File: config.mk
export PLATFORM = sky130hd
export DESIGN_NAME = membus2csr_adapter
export DESIGN_NICKNAME = d
export VERILOG_FILES = /design/src/csr_adapter_pkg.sv /design/src/csr_response_assembler.sv /design/src/membus2csr_adapter.sv /design/src/membus_request_splitter.sv /design/src/response_info_fifo.sv
export SDC_FILE = /design/constraint.sdc
export NUM_CORES = 1
export LEC_CHECK = 0
export BUFFER_PORTS_ARGS = -buffer_cell sky130_fd_sc_hd__buf_2
export CORE_ASPECT_RATIO = 1.1
export CORE_MARGIN = 4
export CORE_UTILIZATION = 52
export DETAILED_ROUTE_END_ITERATION = 8
export PLACE_DENSITY = 0.81
export SYNTH_ARGS = -nofsm -noshare
export SYNTH_HDL_FRONTEND = slang
export SYNTH_HIERARCHICAL = 1
export SYNTH_SLANG_ARGS = --single-unit
File: constraint.sdc
create_clock -name i_clk -period 6.6 [get_ports i_clk]
set_input_delay 0.33 -clock i_clk [delete_from_list [all_inputs] [get_ports i_clk]]
set_output_delay 0.33 -clock i_clk [all_outputs]
set_load 0.02 [all_outputs]
File: src/csr_adapter_pkg.sv
package csr_adapter_pkg;

  //////////////////////////////
  // Bus geometry
  //////////////////////////////
  localparam int UNIT_WIDTH      = 32;
  localparam int UNIT_COUNT      = 4;
  localparam int MAX_BEATS       = 4;
  localparam int MAX_NP_REQUESTS = 2;
  localparam int UNIT_BYTES      = UNIT_WIDTH / 8;
  localparam int INDEX_LSB       = $clog2(UNIT_BYTES);
  localparam int NP_PTR_WIDTH    = $clog2(MAX_NP_REQUESTS);

  typedef logic [15:0]                            addr_t;
  typedef logic [UNIT_WIDTH*UNIT_COUNT-1:0]       beat_data_t;
  typedef logic [UNIT_BYTES*UNIT_COUNT-1:0]       byteen_t;
  typedef logic [UNIT_WIDTH-1:0]                  unit_data_t;
  typedef logic [3:0]                             id_t;
  typedef logic [$clog2(MAX_BEATS):0]             length_t;
  typedef logic [$clog2(UNIT_COUNT*MAX_BEATS):0]  unit_count_t;
  typedef logic [$clog2(UNIT_COUNT)-1:0]          unit_index_t;

  typedef enum logic [1:0] {
    CMD_READ     = 2'd0,
    CMD_WRITE    = 2'd1,
    CMD_WRITE_NP = 2'd2
  } cmd_e;

  //////////////////////////////
  // Response record layout
  //////////////////////////////
  // Bit 12 is_read, bit 11 ignore, id, start index, then the access count at the bottom
  localparam int INFO_COUNT_LSB   = 0;
  localparam int INFO_START_LSB   = INFO_COUNT_LSB + $bits(unit_count_t);
  localparam int INFO_ID_LSB      = INFO_START_LSB + $bits(unit_index_t);
  localparam int INFO_IGNORE_BIT  = INFO_ID_LSB + $bits(id_t);
  localparam int INFO_IS_READ_BIT = INFO_IGNORE_BIT + 1;
  localparam int INFO_WIDTH       = INFO_IS_READ_BIT + 1;

  typedef logic [INFO_WIDTH-1:0] resp_info_t;

endpackage

File: src/csr_response_assembler.sv
`timescale 1ns/1ps

module csr_response_assembler (
  input  logic                        i_clk,
  input  logic                        i_rst_n,
  input  csr_adapter_pkg::resp_info_t i_info_head,
  input  logic                        i_info_empty,
  output logic                        o_info_pop,
  input  logic                        i_csr_sresp_valid,
  input  csr_adapter_pkg::unit_data_t i_csr_sdata,
  input  logic                        i_csr_serror,
  output logic                        o_csr_mresp_accept,
  output logic                        o_sresp_valid,
  output csr_adapter_pkg::id_t        o_sid,
  output csr_adapter_pkg::beat_data_t o_sdata,
  output logic                        o_serror,
  output logic                        o_sresp_last,
  input  logic                        i_sresp_accept
);

  logic                         head_read;
  logic                         head_ignore;
  csr_adapter_pkg::unit_index_t head_start;
  csr_adapter_pkg::unit_count_t head_count;
  csr_adapter_pkg::unit_count_t recv_q;
  csr_adapter_pkg::unit_index_t slot_q;
  csr_adapter_pkg::unit_data_t  data_q [csr_adapter_pkg::UNIT_COUNT];
  logic                         err_q;
  csr_adapter_pkg::unit_index_t cur_slot;
  csr_adapter_pkg::unit_index_t lo_slot;
  csr_adapter_pkg::beat_data_t  beat_word;
  logic                         all_received;
  logic                         resp_ack;
  logic                         last_resp;
  logic                         load_read;
  logic                         load_write;

  always_comb begin
    head_read   = i_info_head[csr_adapter_pkg::INFO_IS_READ_BIT];
    head_ignore = i_info_head[csr_adapter_pkg::INFO_IGNORE_BIT];
    head_start  = i_info_head[csr_adapter_pkg::INFO_START_LSB +:
                              $bits(csr_adapter_pkg::unit_index_t)];
    head_count  = i_info_head[csr_adapter_pkg::INFO_COUNT_LSB +:
                              $bits(csr_adapter_pkg::unit_count_t)];
    o_sid       = i_info_head[csr_adapter_pkg::INFO_ID_LSB +: $bits(csr_adapter_pkg::id_t)];

    all_received       = recv_q == head_count;
    o_csr_mresp_accept = !i_info_empty && !o_sresp_valid && !all_received;
    resp_ack           = i_csr_sresp_valid && o_csr_mresp_accept;
    last_resp          = (recv_q + csr_adapter_pkg::unit_count_t'(1)) == head_count;
    cur_slot           = (recv_q == '0) ? head_start : slot_q;

    // Only the first beat of a read begins above slot 0
    if ((recv_q + csr_adapter_pkg::unit_count_t'(head_start)) <
        csr_adapter_pkg::unit_count_t'(csr_adapter_pkg::UNIT_COUNT)) begin
      lo_slot = head_start;
    end else begin
      lo_slot = '0;
    end

    load_read  = resp_ack && head_read && ((cur_slot == '1) || last_resp);
    load_write = !i_info_empty && !head_read && !head_ignore && all_received &&
                 !o_sresp_valid;
    o_info_pop = (o_sresp_valid && i_sresp_accept && o_sresp_last) ||
                 (!i_info_empty && head_ignore && all_received);
  end

  //////////////////////////////
  // Beat assembly
  //////////////////////////////
  always_comb begin
    for (int i = 0; i < csr_adapter_pkg::UNIT_COUNT; i++) begin
      if (csr_adapter_pkg::unit_index_t'(i) == cur_slot) begin
        beat_word[csr_adapter_pkg::UNIT_WIDTH*i +: csr_adapter_pkg::UNIT_WIDTH] = i_csr_sdata;
      end else if ((csr_adapter_pkg::unit_index_t'(i) < cur_slot) &&
                   (csr_adapter_pkg::unit_index_t'(i) >= lo_slot)) begin
        beat_word[csr_adapter_pkg::UNIT_WIDTH*i +: csr_adapter_pkg::UNIT_WIDTH] = data_q[i];
      end else begin
        beat_word[csr_adapter_pkg::UNIT_WIDTH*i +: csr_adapter_pkg::UNIT_WIDTH] = '0;
      end
    end
  end

  always_ff @(posedge i_clk) begin
    if (resp_ack) begin
      data_q[cur_slot] <= i_csr_sdata;
    end
    if (load_read || load_write) begin
      o_sdata  <= load_write ? '0 : beat_word;
      o_serror <= load_write ? err_q : (err_q | i_csr_serror);
    end
  end

  always_ff @(posedge i_clk or negedge i_rst_n) begin
    if (!i_rst_n) begin
      recv_q <= '0;
      slot_q <= '0;
      err_q  <= 1'b0;
    end else begin
      if (o_info_pop) begin
        recv_q <= '0;
      end else if (resp_ack) begin
        recv_q <= recv_q + csr_adapter_pkg::unit_count_t'(1);
      end
      if (resp_ack) begin
        slot_q <= cur_slot + csr_adapter_pkg::unit_index_t'(1);
      end
      // Write errors gather over the whole burst, read errors per beat
      if (load_read || load_write || o_info_pop) begin
        err_q <= 1'b0;
      end else if (resp_ack) begin
        err_q <= err_q | i_csr_serror;
      end
    end
  end

  always_ff @(posedge i_clk or negedge i_rst_n) begin
    if (!i_rst_n) begin
      o_sresp_valid <= 1'b0;
      o_sresp_last  <= 1'b0;
    end else if (load_read || load_write) begin
      o_sresp_valid <= 1'b1;
      o_sresp_last  <= load_write || last_resp;
    end else if (o_sresp_valid && i_sresp_accept) begin
      o_sresp_valid <= 1'b0;
    end
  end

endmodule

File: src/membus2csr_adapter.sv
`timescale 1ns/1ps

module membus2csr_adapter (
  input  logic                        i_clk,
  input  logic                        i_rst_n,
  input  logic                        i_force_np_write,
  input  logic                        i_mcmd_valid,
  input  csr_adapter_pkg::cmd_e       i_mcmd,
  input  csr_adapter_pkg::addr_t      i_maddr,
  input  csr_adapter_pkg::length_t    i_mlength,
  input  csr_adapter_pkg::id_t        i_mid,
  output logic                        o_mcmd_accept,
  input  logic                        i_mdata_valid,
  input  csr_adapter_pkg::beat_data_t i_mdata,
  input  csr_adapter_pkg::byteen_t    i_mdata_byteen,
  output logic                        o_mdata_accept,
  output logic                        o_sresp_valid,
  output csr_adapter_pkg::id_t        o_sid,
  output csr_adapter_pkg::beat_data_t o_sdata,
  output logic                        o_serror,
  output logic                        o_sresp_last,
  input  logic                        i_sresp_accept,
  output logic                        o_csr_mcmd_valid,
  output csr_adapter_pkg::cmd_e       o_csr_mcmd,
  output csr_adapter_pkg::addr_t      o_csr_maddr,
  output csr_adapter_pkg::unit_data_t o_csr_mdata,
  input  logic                        i_csr_scmd_accept,
  input  logic                        i_csr_sresp_valid,
  input  csr_adapter_pkg::unit_data_t i_csr_sdata,
  input  logic                        i_csr_serror,
  output logic                        o_csr_mresp_accept
);

  logic                        info_push;
  csr_adapter_pkg::resp_info_t info_data;
  logic                        info_full;
  logic                        info_pop;
  csr_adapter_pkg::resp_info_t info_head;
  logic                        info_empty;

  membus_request_splitter u_splitter (
    .i_clk             (i_clk),
    .i_rst_n           (i_rst_n),
    .i_force_np_write  (i_force_np_write),
    .i_mcmd_valid      (i_mcmd_valid),
    .i_mcmd            (i_mcmd),
    .i_maddr           (i_maddr),
    .i_mlength         (i_mlength),
    .i_mid             (i_mid),
    .o_mcmd_accept     (o_mcmd_accept),
    .i_mdata_valid     (i_mdata_valid),
    .i_mdata           (i_mdata),
    .i_mdata_byteen    (i_mdata_byteen),
    .o_mdata_accept    (o_mdata_accept),
    .o_csr_mcmd_valid  (o_csr_mcmd_valid),
    .o_csr_mcmd        (o_csr_mcmd),
    .o_csr_maddr       (o_csr_maddr),
    .o_csr_mdata       (o_csr_mdata),
    .i_csr_scmd_accept (i_csr_scmd_accept),
    .i_info_full       (info_full),
    .o_info_push       (info_push),
    .o_info_data       (info_data)
  );

  response_info_fifo u_info_fifo (
    .i_clk   (i_clk),
    .i_rst_n (i_rst_n),
    .i_push  (info_push),
    .i_data  (info_data),
    .i_pop   (info_pop),
    .o_data  (info_head),
    .o_empty (info_empty),
    .o_full  (info_full)
  );

  csr_response_assembler u_assembler (
    .i_clk              (i_clk),
    .i_rst_n            (i_rst_n),
    .i_info_head        (info_head),
    .i_info_empty       (info_empty),
    .o_info_pop         (info_pop),
    .i_csr_sresp_valid  (i_csr_sresp_valid),
    .i_csr_sdata        (i_csr_sdata),
    .i_csr_serror       (i_csr_serror),
    .o_csr_mresp_accept (o_csr_mresp_accept),
    .o_sresp_valid      (o_sresp_valid),
    .o_sid              (o_sid),
    .o_sdata            (o_sdata),
    .o_serror           (o_serror),
    .o_sresp_last       (o_sresp_last),
    .i_sresp_accept     (i_sresp_accept)
  );

endmodule

File: src/membus_request_splitter.sv
`timescale 1ns/1ps

module membus_request_splitter (
  input  logic                        i_clk,
  input  logic                        i_rst_n,
  input  logic                        i_force_np_write,
  input  logic                        i_mcmd_valid,
  input  csr_adapter_pkg::cmd_e       i_mcmd,
  input  csr_adapter_pkg::addr_t      i_maddr,
  input  csr_adapter_pkg::length_t    i_mlength,
  input  csr_adapter_pkg::id_t        i_mid,
  output logic                        o_mcmd_accept,
  input  logic                        i_mdata_valid,
  input  csr_adapter_pkg::beat_data_t i_mdata,
  input  csr_adapter_pkg::byteen_t    i_mdata_byteen,
  output logic                        o_mdata_accept,
  output logic                        o_csr_mcmd_valid,
  output csr_adapter_pkg::cmd_e       o_csr_mcmd,
  output csr_adapter_pkg::addr_t      o_csr_maddr,
  output csr_adapter_pkg::unit_data_t o_csr_mdata,
  input  logic                        i_csr_scmd_accept,
  input  logic                        i_info_full,
  output logic                        o_info_push,
  output csr_adapter_pkg::resp_info_t o_info_data
);

  logic                         busy;
  logic                         force_q;
  csr_adapter_pkg::unit_count_t remain_q;
  csr_adapter_pkg::unit_count_t issued_q;
  csr_adapter_pkg::unit_index_t index_q;
  csr_adapter_pkg::addr_t       addr_q;

  csr_adapter_pkg::unit_index_t start_index;
  csr_adapter_pkg::unit_index_t cur_index;
  csr_adapter_pkg::unit_count_t cur_remain;
  csr_adapter_pkg::unit_count_t cur_issued;
  csr_adapter_pkg::unit_count_t access_count;
  csr_adapter_pkg::addr_t       cur_addr;
  logic                         cur_force;
  logic                         is_write;
  logic                         is_non_posted;
  logic                         is_ignored;
  logic                         last_unit;
  logic                         unit_enabled;
  logic                         ready;
  logic                         advance;

  //////////////////////////////
  // Unit selection
  //////////////////////////////
  always_comb begin
    start_index = i_maddr[csr_adapter_pkg::INDEX_LSB +: $bits(csr_adapter_pkg::unit_index_t)];
    if (busy) begin
      cur_index  = index_q;
      cur_remain = remain_q;
      cur_issued = issued_q;
      cur_addr   = addr_q;
      cur_force  = force_q;
    end else begin
      // First unit of a burst comes straight from the presented command
      cur_index  = start_index;
      cur_remain = csr_adapter_pkg::unit_count_t'(i_mlength) *
                   csr_adapter_pkg::unit_count_t'(csr_adapter_pkg::UNIT_COUNT) -
                   csr_adapter_pkg::unit_count_t'(start_index);
      cur_issued = '0;
      cur_addr   = i_maddr & ~csr_adapter_pkg::addr_t'(csr_adapter_pkg::UNIT_BYTES - 1);
      cur_force  = i_force_np_write;
    end

    is_write      = i_mcmd != csr_adapter_pkg::CMD_READ;
    is_ignored    = (i_mcmd == csr_adapter_pkg::CMD_WRITE) && cur_force;
    is_non_posted = (i_mcmd != csr_adapter_pkg::CMD_WRITE) || cur_force;
    last_unit     = cur_remain == csr_adapter_pkg::unit_count_t'(1);
    unit_enabled  = !is_write ||
                    (i_mdata_byteen[csr_adapter_pkg::UNIT_BYTES*cur_index +:
                                    csr_adapter_pkg::UNIT_BYTES] != '0);

    // A new non-posted burst needs room for its record before it starts
    ready        = i_mcmd_valid && (!is_write || i_mdata_valid) &&
                   !(!busy && is_non_posted && i_info_full);
    advance      = ready && (!unit_enabled || i_csr_scmd_accept);
    access_count = cur_issued + csr_adapter_pkg::unit_count_t'(unit_enabled);
  end

  always_comb begin
    o_csr_mcmd_valid = ready && unit_enabled;
    o_csr_mcmd       = is_ignored ? csr_adapter_pkg::CMD_WRITE_NP : i_mcmd;
    o_csr_maddr      = cur_addr;
    o_csr_mdata      = is_write ?
                       i_mdata[csr_adapter_pkg::UNIT_WIDTH*cur_index +: csr_adapter_pkg::UNIT_WIDTH] :
                       '0;
    o_mcmd_accept    = advance && last_unit;
    o_mdata_accept   = advance && is_write && (last_unit || (cur_index == '1));
  end

  always_comb begin
    o_info_push = o_mcmd_accept && is_non_posted;
    o_info_data = '0;
    o_info_data[csr_adapter_pkg::INFO_IS_READ_BIT] = !is_write;
    o_info_data[csr_adapter_pkg::INFO_IGNORE_BIT]  = is_ignored;
    o_info_data[csr_adapter_pkg::INFO_ID_LSB +: $bits(csr_adapter_pkg::id_t)] = i_mid;
    o_info_data[csr_adapter_pkg::INFO_START_LSB +: $bits(csr_adapter_pkg::unit_index_t)] =
      start_index;
    o_info_data[csr_adapter_pkg::INFO_COUNT_LSB +: $bits(csr_adapter_pkg::unit_count_t)] =
      access_count;
  end

  always_ff @(posedge i_clk or negedge i_rst_n) begin
    if (!i_rst_n) begin
      busy     <= 1'b0;
      force_q  <= 1'b0;
      remain_q <= '0;
      issued_q <= '0;
      index_q  <= '0;
      addr_q   <= '0;
    end else if (advance) begin
      busy     <= !last_unit;
      force_q  <= cur_force;
      remain_q <= cur_remain - csr_adapter_pkg::unit_count_t'(1);
      issued_q <= access_count;
      index_q  <= cur_index + csr_adapter_pkg::unit_index_t'(1);
      addr_q   <= cur_addr + csr_adapter_pkg::addr_t'(csr_adapter_pkg::UNIT_BYTES);
    end
  end

  // A stalled CSR command keeps its fields until the slave takes it
  assert property (@(posedge i_clk) disable iff (!i_rst_n)
    (o_csr_mcmd_valid && !i_csr_scmd_accept) |=>
      (o_csr_mcmd_valid && $stable(o_csr_mcmd) && $stable(o_csr_maddr) &&
       $stable(o_csr_mdata)));

endmodule

File: src/response_info_fifo.sv
`timescale 1ns/1ps

module response_info_fifo (
  input  logic                        i_clk,
  input  logic                        i_rst_n,
  input  logic                        i_push,
  input  csr_adapter_pkg::resp_info_t i_data,
  input  logic                        i_pop,
  output csr_adapter_pkg::resp_info_t o_data,
  output logic                        o_empty,
  output logic                        o_full
);

  csr_adapter_pkg::resp_info_t            mem [csr_adapter_pkg::MAX_NP_REQUESTS];
  logic [csr_adapter_pkg::NP_PTR_WIDTH-1:0] wr_ptr;
  logic [csr_adapter_pkg::NP_PTR_WIDTH-1:0] rd_ptr;
  logic [csr_adapter_pkg::NP_PTR_WIDTH:0]   count;

  always_comb begin
    o_data  = mem[rd_ptr];
    o_empty = count == '0;
    o_full  = count == (csr_adapter_pkg::NP_PTR_WIDTH+1)'(csr_adapter_pkg::MAX_NP_REQUESTS);
  end

  always_ff @(posedge i_clk) begin
    if (i_push) begin
      mem[wr_ptr] <= i_data;
    end
  end

  always_ff @(posedge i_clk or negedge i_rst_n) begin
    if (!i_rst_n) begin
      wr_ptr <= '0;
      rd_ptr <= '0;
      count  <= '0;
    end else begin
      if (i_push) begin
        wr_ptr <= wr_ptr + 1'b1;
      end
      if (i_pop) begin
        rd_ptr <= rd_ptr + 1'b1;
      end
      count <= count + i_push - i_pop;
    end
  end

  assert property (@(posedge i_clk) disable iff (!i_rst_n) i_push |-> !o_full);
  assert property (@(posedge i_clk) disable iff (!i_rst_n) i_pop |-> !o_empty);

endmodule

---- Yosys cells after proc, flatten, opt, wreduce, memory -nomap -nowiden ----
Memories as Yosys holds them, arrays and structs flattened.
Index checks and enable logic that the tools add are counted.
storage, ports and cells
  word-level logic and storage cells ...... 137
  bits in registers ....................... 173
  bits in writable memories ............... 154
  memories ................................ 2
  input bits .............................. 210
  output and inout bits ................... 189
cells by class
  bitwise operators ....................... 1
  shifts and indexed selects .............. 2
  equal/unequal tests ..................... 11
  muxes and demuxes ....................... 28
  magnitude comparators ................... 9
  reduce and logical (&&, ||, !) cells .... 56
  $add $sub $neg .......................... 12
memory list
  memory              depth  bits a word  rd ports  clocked after Yosys merged registers in  write ports  line                          RTL
  u_assembler.data_q  4      32           4         0                                        1            csr_response_assembler.sv:27  csr_adapter_pkg::unit_data_t data_q [csr_adapter_pkg::UNIT_COUNT];
  u_info_fifo.mem     2      13           1         0                                        1            response_info_fifo.sv:14      csr_adapter_pkg::resp_info_t mem [csr_adapter_pkg::MAX_NP_REQUESTS];
operator list
  kind                     number
  $mux W32                 9
  $shiftx A128 B8 Y32      1
  $logic_and A1 B1 Y1      28
  $mux W5                  4
  $add A16 B3 Y16 const B  1
  $mux W16                 1
  $shiftx A16 B5 Y4        1
  $eq A5 B5 Y1             2
  $logic_not A1 Y1         10
  $logic_or A1 B1 Y1       10
  $mux W1                  10
  $mux W2                  4
  $reduce_bool A2 Y1       4
  $eq A2 B2 Y1 const B     3
  $add A5 B1 Y5            1
  $add A5 B1 Y5 const B    1
  $add A5 B2 Y5            1
  $eq A5 B1 Y1 const B     1
  $logic_not A5 Y1         1
  $lt A5 B3 Y1 const B     1
  $sub A5 B1 Y5 const B    1
  $sub A5 B2 Y5            1
  $add A2 B1 Y2 const B    2
  $eq A2 B2 Y1 const A     2
  13 further kinds         19

---- Longest topological paths before layout ----
  depth in word-level cells ............... 11
  depth in mapped cells ................... 12

---- Modules after synthesis ----
Netlist, hierarchy kept.
modules (own cells, without submodules)
  module                   seq. area each (µm²)  area an instance (µm²)  times used  cells each
  csr_response_assembler   7006.7                9307.7                  1           585
  membus_request_splitter  750.7                 3084.2                  1           277
  response_info_fifo       880.8                 1134.8                  1           55

---- Worst setup path before layout ----
OpenSTA, ideal clock, no wires.
  path kind ............................... register to register
  start point ............................. register u_info_fifo.rd_ptr
  end point ............................... register u_assembler.o_sdata[0] (enable)
  data arrival time ....................... 4114 ps
  path slack .............................. 1365 ps
  library setup time ...................... 1121 ps
  cell stages (with the launch flop) ...... 8
  cell sequence ........................... dfrtp_1 -> buf_6 -> mux2_2 -> mux2i_1 -> inv_1 -> ha_1 -> o211ai_1 -> nand2_1
RTL lines
  what                      line                          RTL
  start: declaration        response_info_fifo.sv:16      logic [csr_adapter_pkg::NP_PTR_WIDTH-1:0] rd_ptr;
  start signal: assignment  response_info_fifo.sv:41      rd_ptr <= rd_ptr + 1'b1;
  $mem_v2 Z2 W13            --
  net info_head[6]          membus2csr_adapter.sv:38      csr_adapter_pkg::resp_info_t info_head;
  $mux W2                   csr_response_assembler.sv:51  cur_slot = (recv_q == '0) ? head_start : slot_q;
  $eq A2 B2 Y1              csr_response_assembler.sv:61  load_read = resp_ack && head_read && ((cur_slot == '1) || last_resp);
  $logic_or A1 B1 Y1        csr_response_assembler.sv:61
  $logic_and A1 B1 Y1       csr_response_assembler.sv:61
  $logic_or A1 B1 Y1        csr_response_assembler.sv:88  if (load_read || load_write) begin
  end signal: assignment    csr_response_assembler.sv:89  o_sdata <= load_write ? '0 : beat_word;
  end: declaration          csr_response_assembler.sv:15  output csr_adapter_pkg::beat_data_t o_sdata,
The timed path passes the listed nets, and every way through them passes these cells.
A chain may end at the register's enable or synchronous reset.

---- Worst setup path after layout ----
  start point ............................. register u_info_fifo.rd_ptr
  end point ............................... register u_assembler.o_sdata[67] (enable)
on the way
  cells in the longest elaborated chain, start to end .. 8
RTL lines
  what                               line                          RTL
  $mem_v2 Z2 W13 *                   --
  net info_head[4]                   membus2csr_adapter.sv:38
  $eq A5 B5 Y1                       csr_response_assembler.sv:47  all_received = recv_q == head_count;
  $logic_not A1 Y1                   csr_response_assembler.sv:48  o_csr_mresp_accept = !i_info_empty && !o_sresp_valid && !all_received;
  $logic_and A1 B1 Y1                csr_response_assembler.sv:48
  $logic_and A1 B1 Y1                csr_response_assembler.sv:49  resp_ack = i_csr_sresp_valid && o_csr_mresp_accept;
  $logic_and A1 B1 Y1 (2 in series)  csr_response_assembler.sv:61
  $logic_or A1 B1 Y1 *               csr_response_assembler.sv:88
Mark *: on every way through the listed nets, which the timed path passes. The rest lies on a longest branch.

==> qor.yml <==
status: "complete, no violations"
fp.coreArea_um2: 25500
rows: 61
drt_wl_total_um: 35600
drv_slew: 0
chipHeight_um: 177
wl_per_cell_um: 21.5
drc: 0
yosysWarnings: 6
cp-start-kind: "register"
fin_nets: 1516
fin_area_um2: 16600
placed_cell_area_um2: 15700
top_layer: "met4"
pre_cts_ws_ns: 2.40
fp.dieW_um: 162
die_area_um2: 28700
grt_usage_pct: 23.9
timing.fmax_mhz: 240
dr.pass1.iters: 6
cts_hold_buffers: 5
worstPathArrival_ns: 4.38
ir_worst_vdd_uv: 258
grt_pass1_wl_um: 53300
cts_inserted_buffers: 28
finalPower_uw: 7600
clkLatencyLatePin_ns: 0.53
cts_tree: "done"
power.density_nw_per_um2: 459
gp_congestion: 0.887
area_delta_synth_final_pct: 22.4
cp-end-kind: "register"
syn_nets: 1143
grt_pass1_vias: 9365
setup_viol: 0
clock_sinks: 295
hpwl_um: 25400
num_vias: 9372
slew_headroom_pct: 18.1
portBuffers: 396
drtIter0Drc: 738
critical_path_class: "register to register"
syn-instance-count: 917
synth_area_per_cell_um2: 14.8
setup_tns_ns: 0
grt-ovfl-total: 0
synth-edff-count: 251
io_pins: 399
htreeDepth: 1
worst_slew_pin_slew_ns: 1.23
crit_required_ns: 6.81
post-route-period-util_pct: 63.2
seq_area_frac_synth_pct: 63.9
cts_setup_buffers: 0
wl_met3_um: 2890
critical_path.max_fanout: 76
rsz0062_at_grt: "false"
wl_met2_um: 18700
detail-route-antenna-nets: 0
synthArstFlopShare_pct: 14.9
critPathSlowestCell: "nand2_4"
ys_types: 62
final_util_pct: 65.0
grt_antenna_before_repair: 6
syn_area_um2: 13500
ys.flop_type: "edfxtp_1"
root_buffer: "clkbuf_16"
hold_viol: 0
clockBufferDepth: 3
drive_gt1_share_pct: 41.5
fin_ws_ns: 2.43
critPathMaxStageDelay_ns: 0.94
grt_max_degree: 98
synth-seq-cells: 295
initial_core_util_pct: 53.1
cap_violations: 0
cts_resized: 0
fin_crit_ns: 4.17
vias_per_cell: 5.65
power_leakage_uw: 0.00682
clk_pin_slew_worst_paths_ns: 0.06
finalClockSkew_ns: 0.0136
wl_met1_um: 12900
hp-class: "primary input to register"
cp_cell_sequence: "mux2_2, xnor2_1, nor4b_4, and2_1, nand2_2, nand2_4, buf_12"
## cells in the final DEF (no fill, tap or decap), types with 12 or more instances in the layout
cell type  instances
buf_2            396
edfxtp_1         251
nor2_1            96
a22oi_1           85
dfrtp_1           44
nor2b_1           37
and3_1            34
mux4_2            32
mux2_1            31
clkbuf_16         29
mux2_2            20
xnor2_1           18
inv_1             16
nand3_1           16
ha_1              15
mux2i_1           14
xor2_1            13
nand2_1           13
nor2_2            12
a22oi_2           12
## registers in the layout (all words and copies together), names as in the netlist, 2 cells and up
name                 count
u_assembler/o_sdata    128
u_assembler/data_q      96
u_info_fifo/mem         26
u_splitter/addr_q       16
u_assembler/recv_q       5
u_splitter/issued_q      5
u_splitter/remain_q      5
u_assembler/slot_q       2
u_info_fifo/count        2
u_splitter/index_q       2
## report_power, final
group | switching, uW | internal, uW | total [uW] | leakage (uW)
Combinational | 2070 | 1290 | 3360 | 0.00358
Sequential | 186 | 2590 | 2770 | 0.00283
Clock | 639 | 833 | 1470 | 0.000404
## per-stage QoR
| step | std cells | hold WS, ns |
|---|---|---|
| 2_1_floorplan | 917 | 0.0344 |
| 3_5_place_dp | 1601 | 0.469 |
| 5_1_grt | 1655 | 0.0314 |
| 3_3_place_gp | 1601 | 0.462 |
| 4_1_cts | 1653 | 0.0207 |
| 6_report | 1659 | 0.0427 |
## Yosys cell counts (4+ instances only)
cell type / number / area share, %
a21oi_1: 4 / 0.15
a22oi_1: 85 / 4.7
a22oi_2: 12 / 1.1
and2_1: 11 / 0.51
and3_1: 35 / 1.6
buf_2: 21 / 0.78
buf_4: 18 / 1.0
buf_6: 8 / 0.67
clkbuf_1: 21 / 0.58
dfrtp_1: 44 / 8.1
edfxtp_1: 251 / 56
ha_1: 16 / 1.5
inv_1: 16 / 0.44
inv_2: 4 / 0.11
mux2_1: 31 / 2.6
mux2_2: 20 / 1.7
mux2i_1: 14 / 1.0
mux4_2: 32 / 5.3
nand2_1: 14 / 0.39
nand3_1: 16 / 0.59
nand3b_1: 5 / 0.28
nand4_1: 4 / 0.18
nor2_1: 97 / 2.7
nor2_2: 11 / 0.51
nor2b_1: 37 / 1.7
nor4_1: 5 / 0.23
o21ai_1: 4 / 0.15
xnor2_1: 18 / 1.2
xor2_1: 13 / 0.84
## layout make-up
| class | instances | area (um2) |
|---|---|---|
| inverters | 20 | 75.1 |
| flip-flops and latches | 295 | 8640 |
| multi-input cells | 532 | 4440 |
| diodes | 6 | 15.0 |
| clock inverters | 12 | 83.8 |
| fillers | 1894 | 8930 |
| repair buffers | 413 | 2130 |
| clock buffers | 35 | 748 |
| well taps | 346 | 433 |
## routing by layer
layer	vias up	GRT usage, %
met5	-	0
met4	0	7.16
met3	63	3.84
met2	535	44.3
met1	4549	28.5
li1	4225	-
## final timing paths
path / cells after the start / slack (ns) / from / end
hold reg to reg: 1 / 0.48 / u_splitter/addr_q[0] / u_splitter/addr_q[0]
min in group asynchronous: 3 / 0.42 / i_rst_n / u_splitter/addr_q[12]
hold / removal: 2 / 0.04 / i_force_np_write / u_splitter/force_q
setup / recovery: 7 / 2.43 / u_info_fifo/rd_ptr / u_assembler/o_sdata[67]
max in group asynchronous: 3 / 5.74 / i_rst_n / u_assembler/recv_q[0]
setup reg to reg: 7 / 2.43 / u_info_fifo/rd_ptr / u_assembler/o_sdata[67]
## logic make-up (layout without fill, tap and decap cells)
family	after synthesis	count (layout)	share of synthesized area (%)
compound gates	129	129	7.68
buf+inv	90	480	3.67
simple gates	255	255	10.0
mux	100	100	11.1
xor+xnor	32	32	2.18
other cells	0	6	0
flops	295	295	63.9
fa+ha+maj	16	16	1.48
## critical path: cells and delay by family, from the launching register on
kind          cells  cell delay [ns]
simple gates      4             1.99
flops             1             0.69
mux               1             0.41
buf+inv           1             0.37
xor+xnor          1             0.28
No activity file was read; power rests on OpenSTA's default activity.
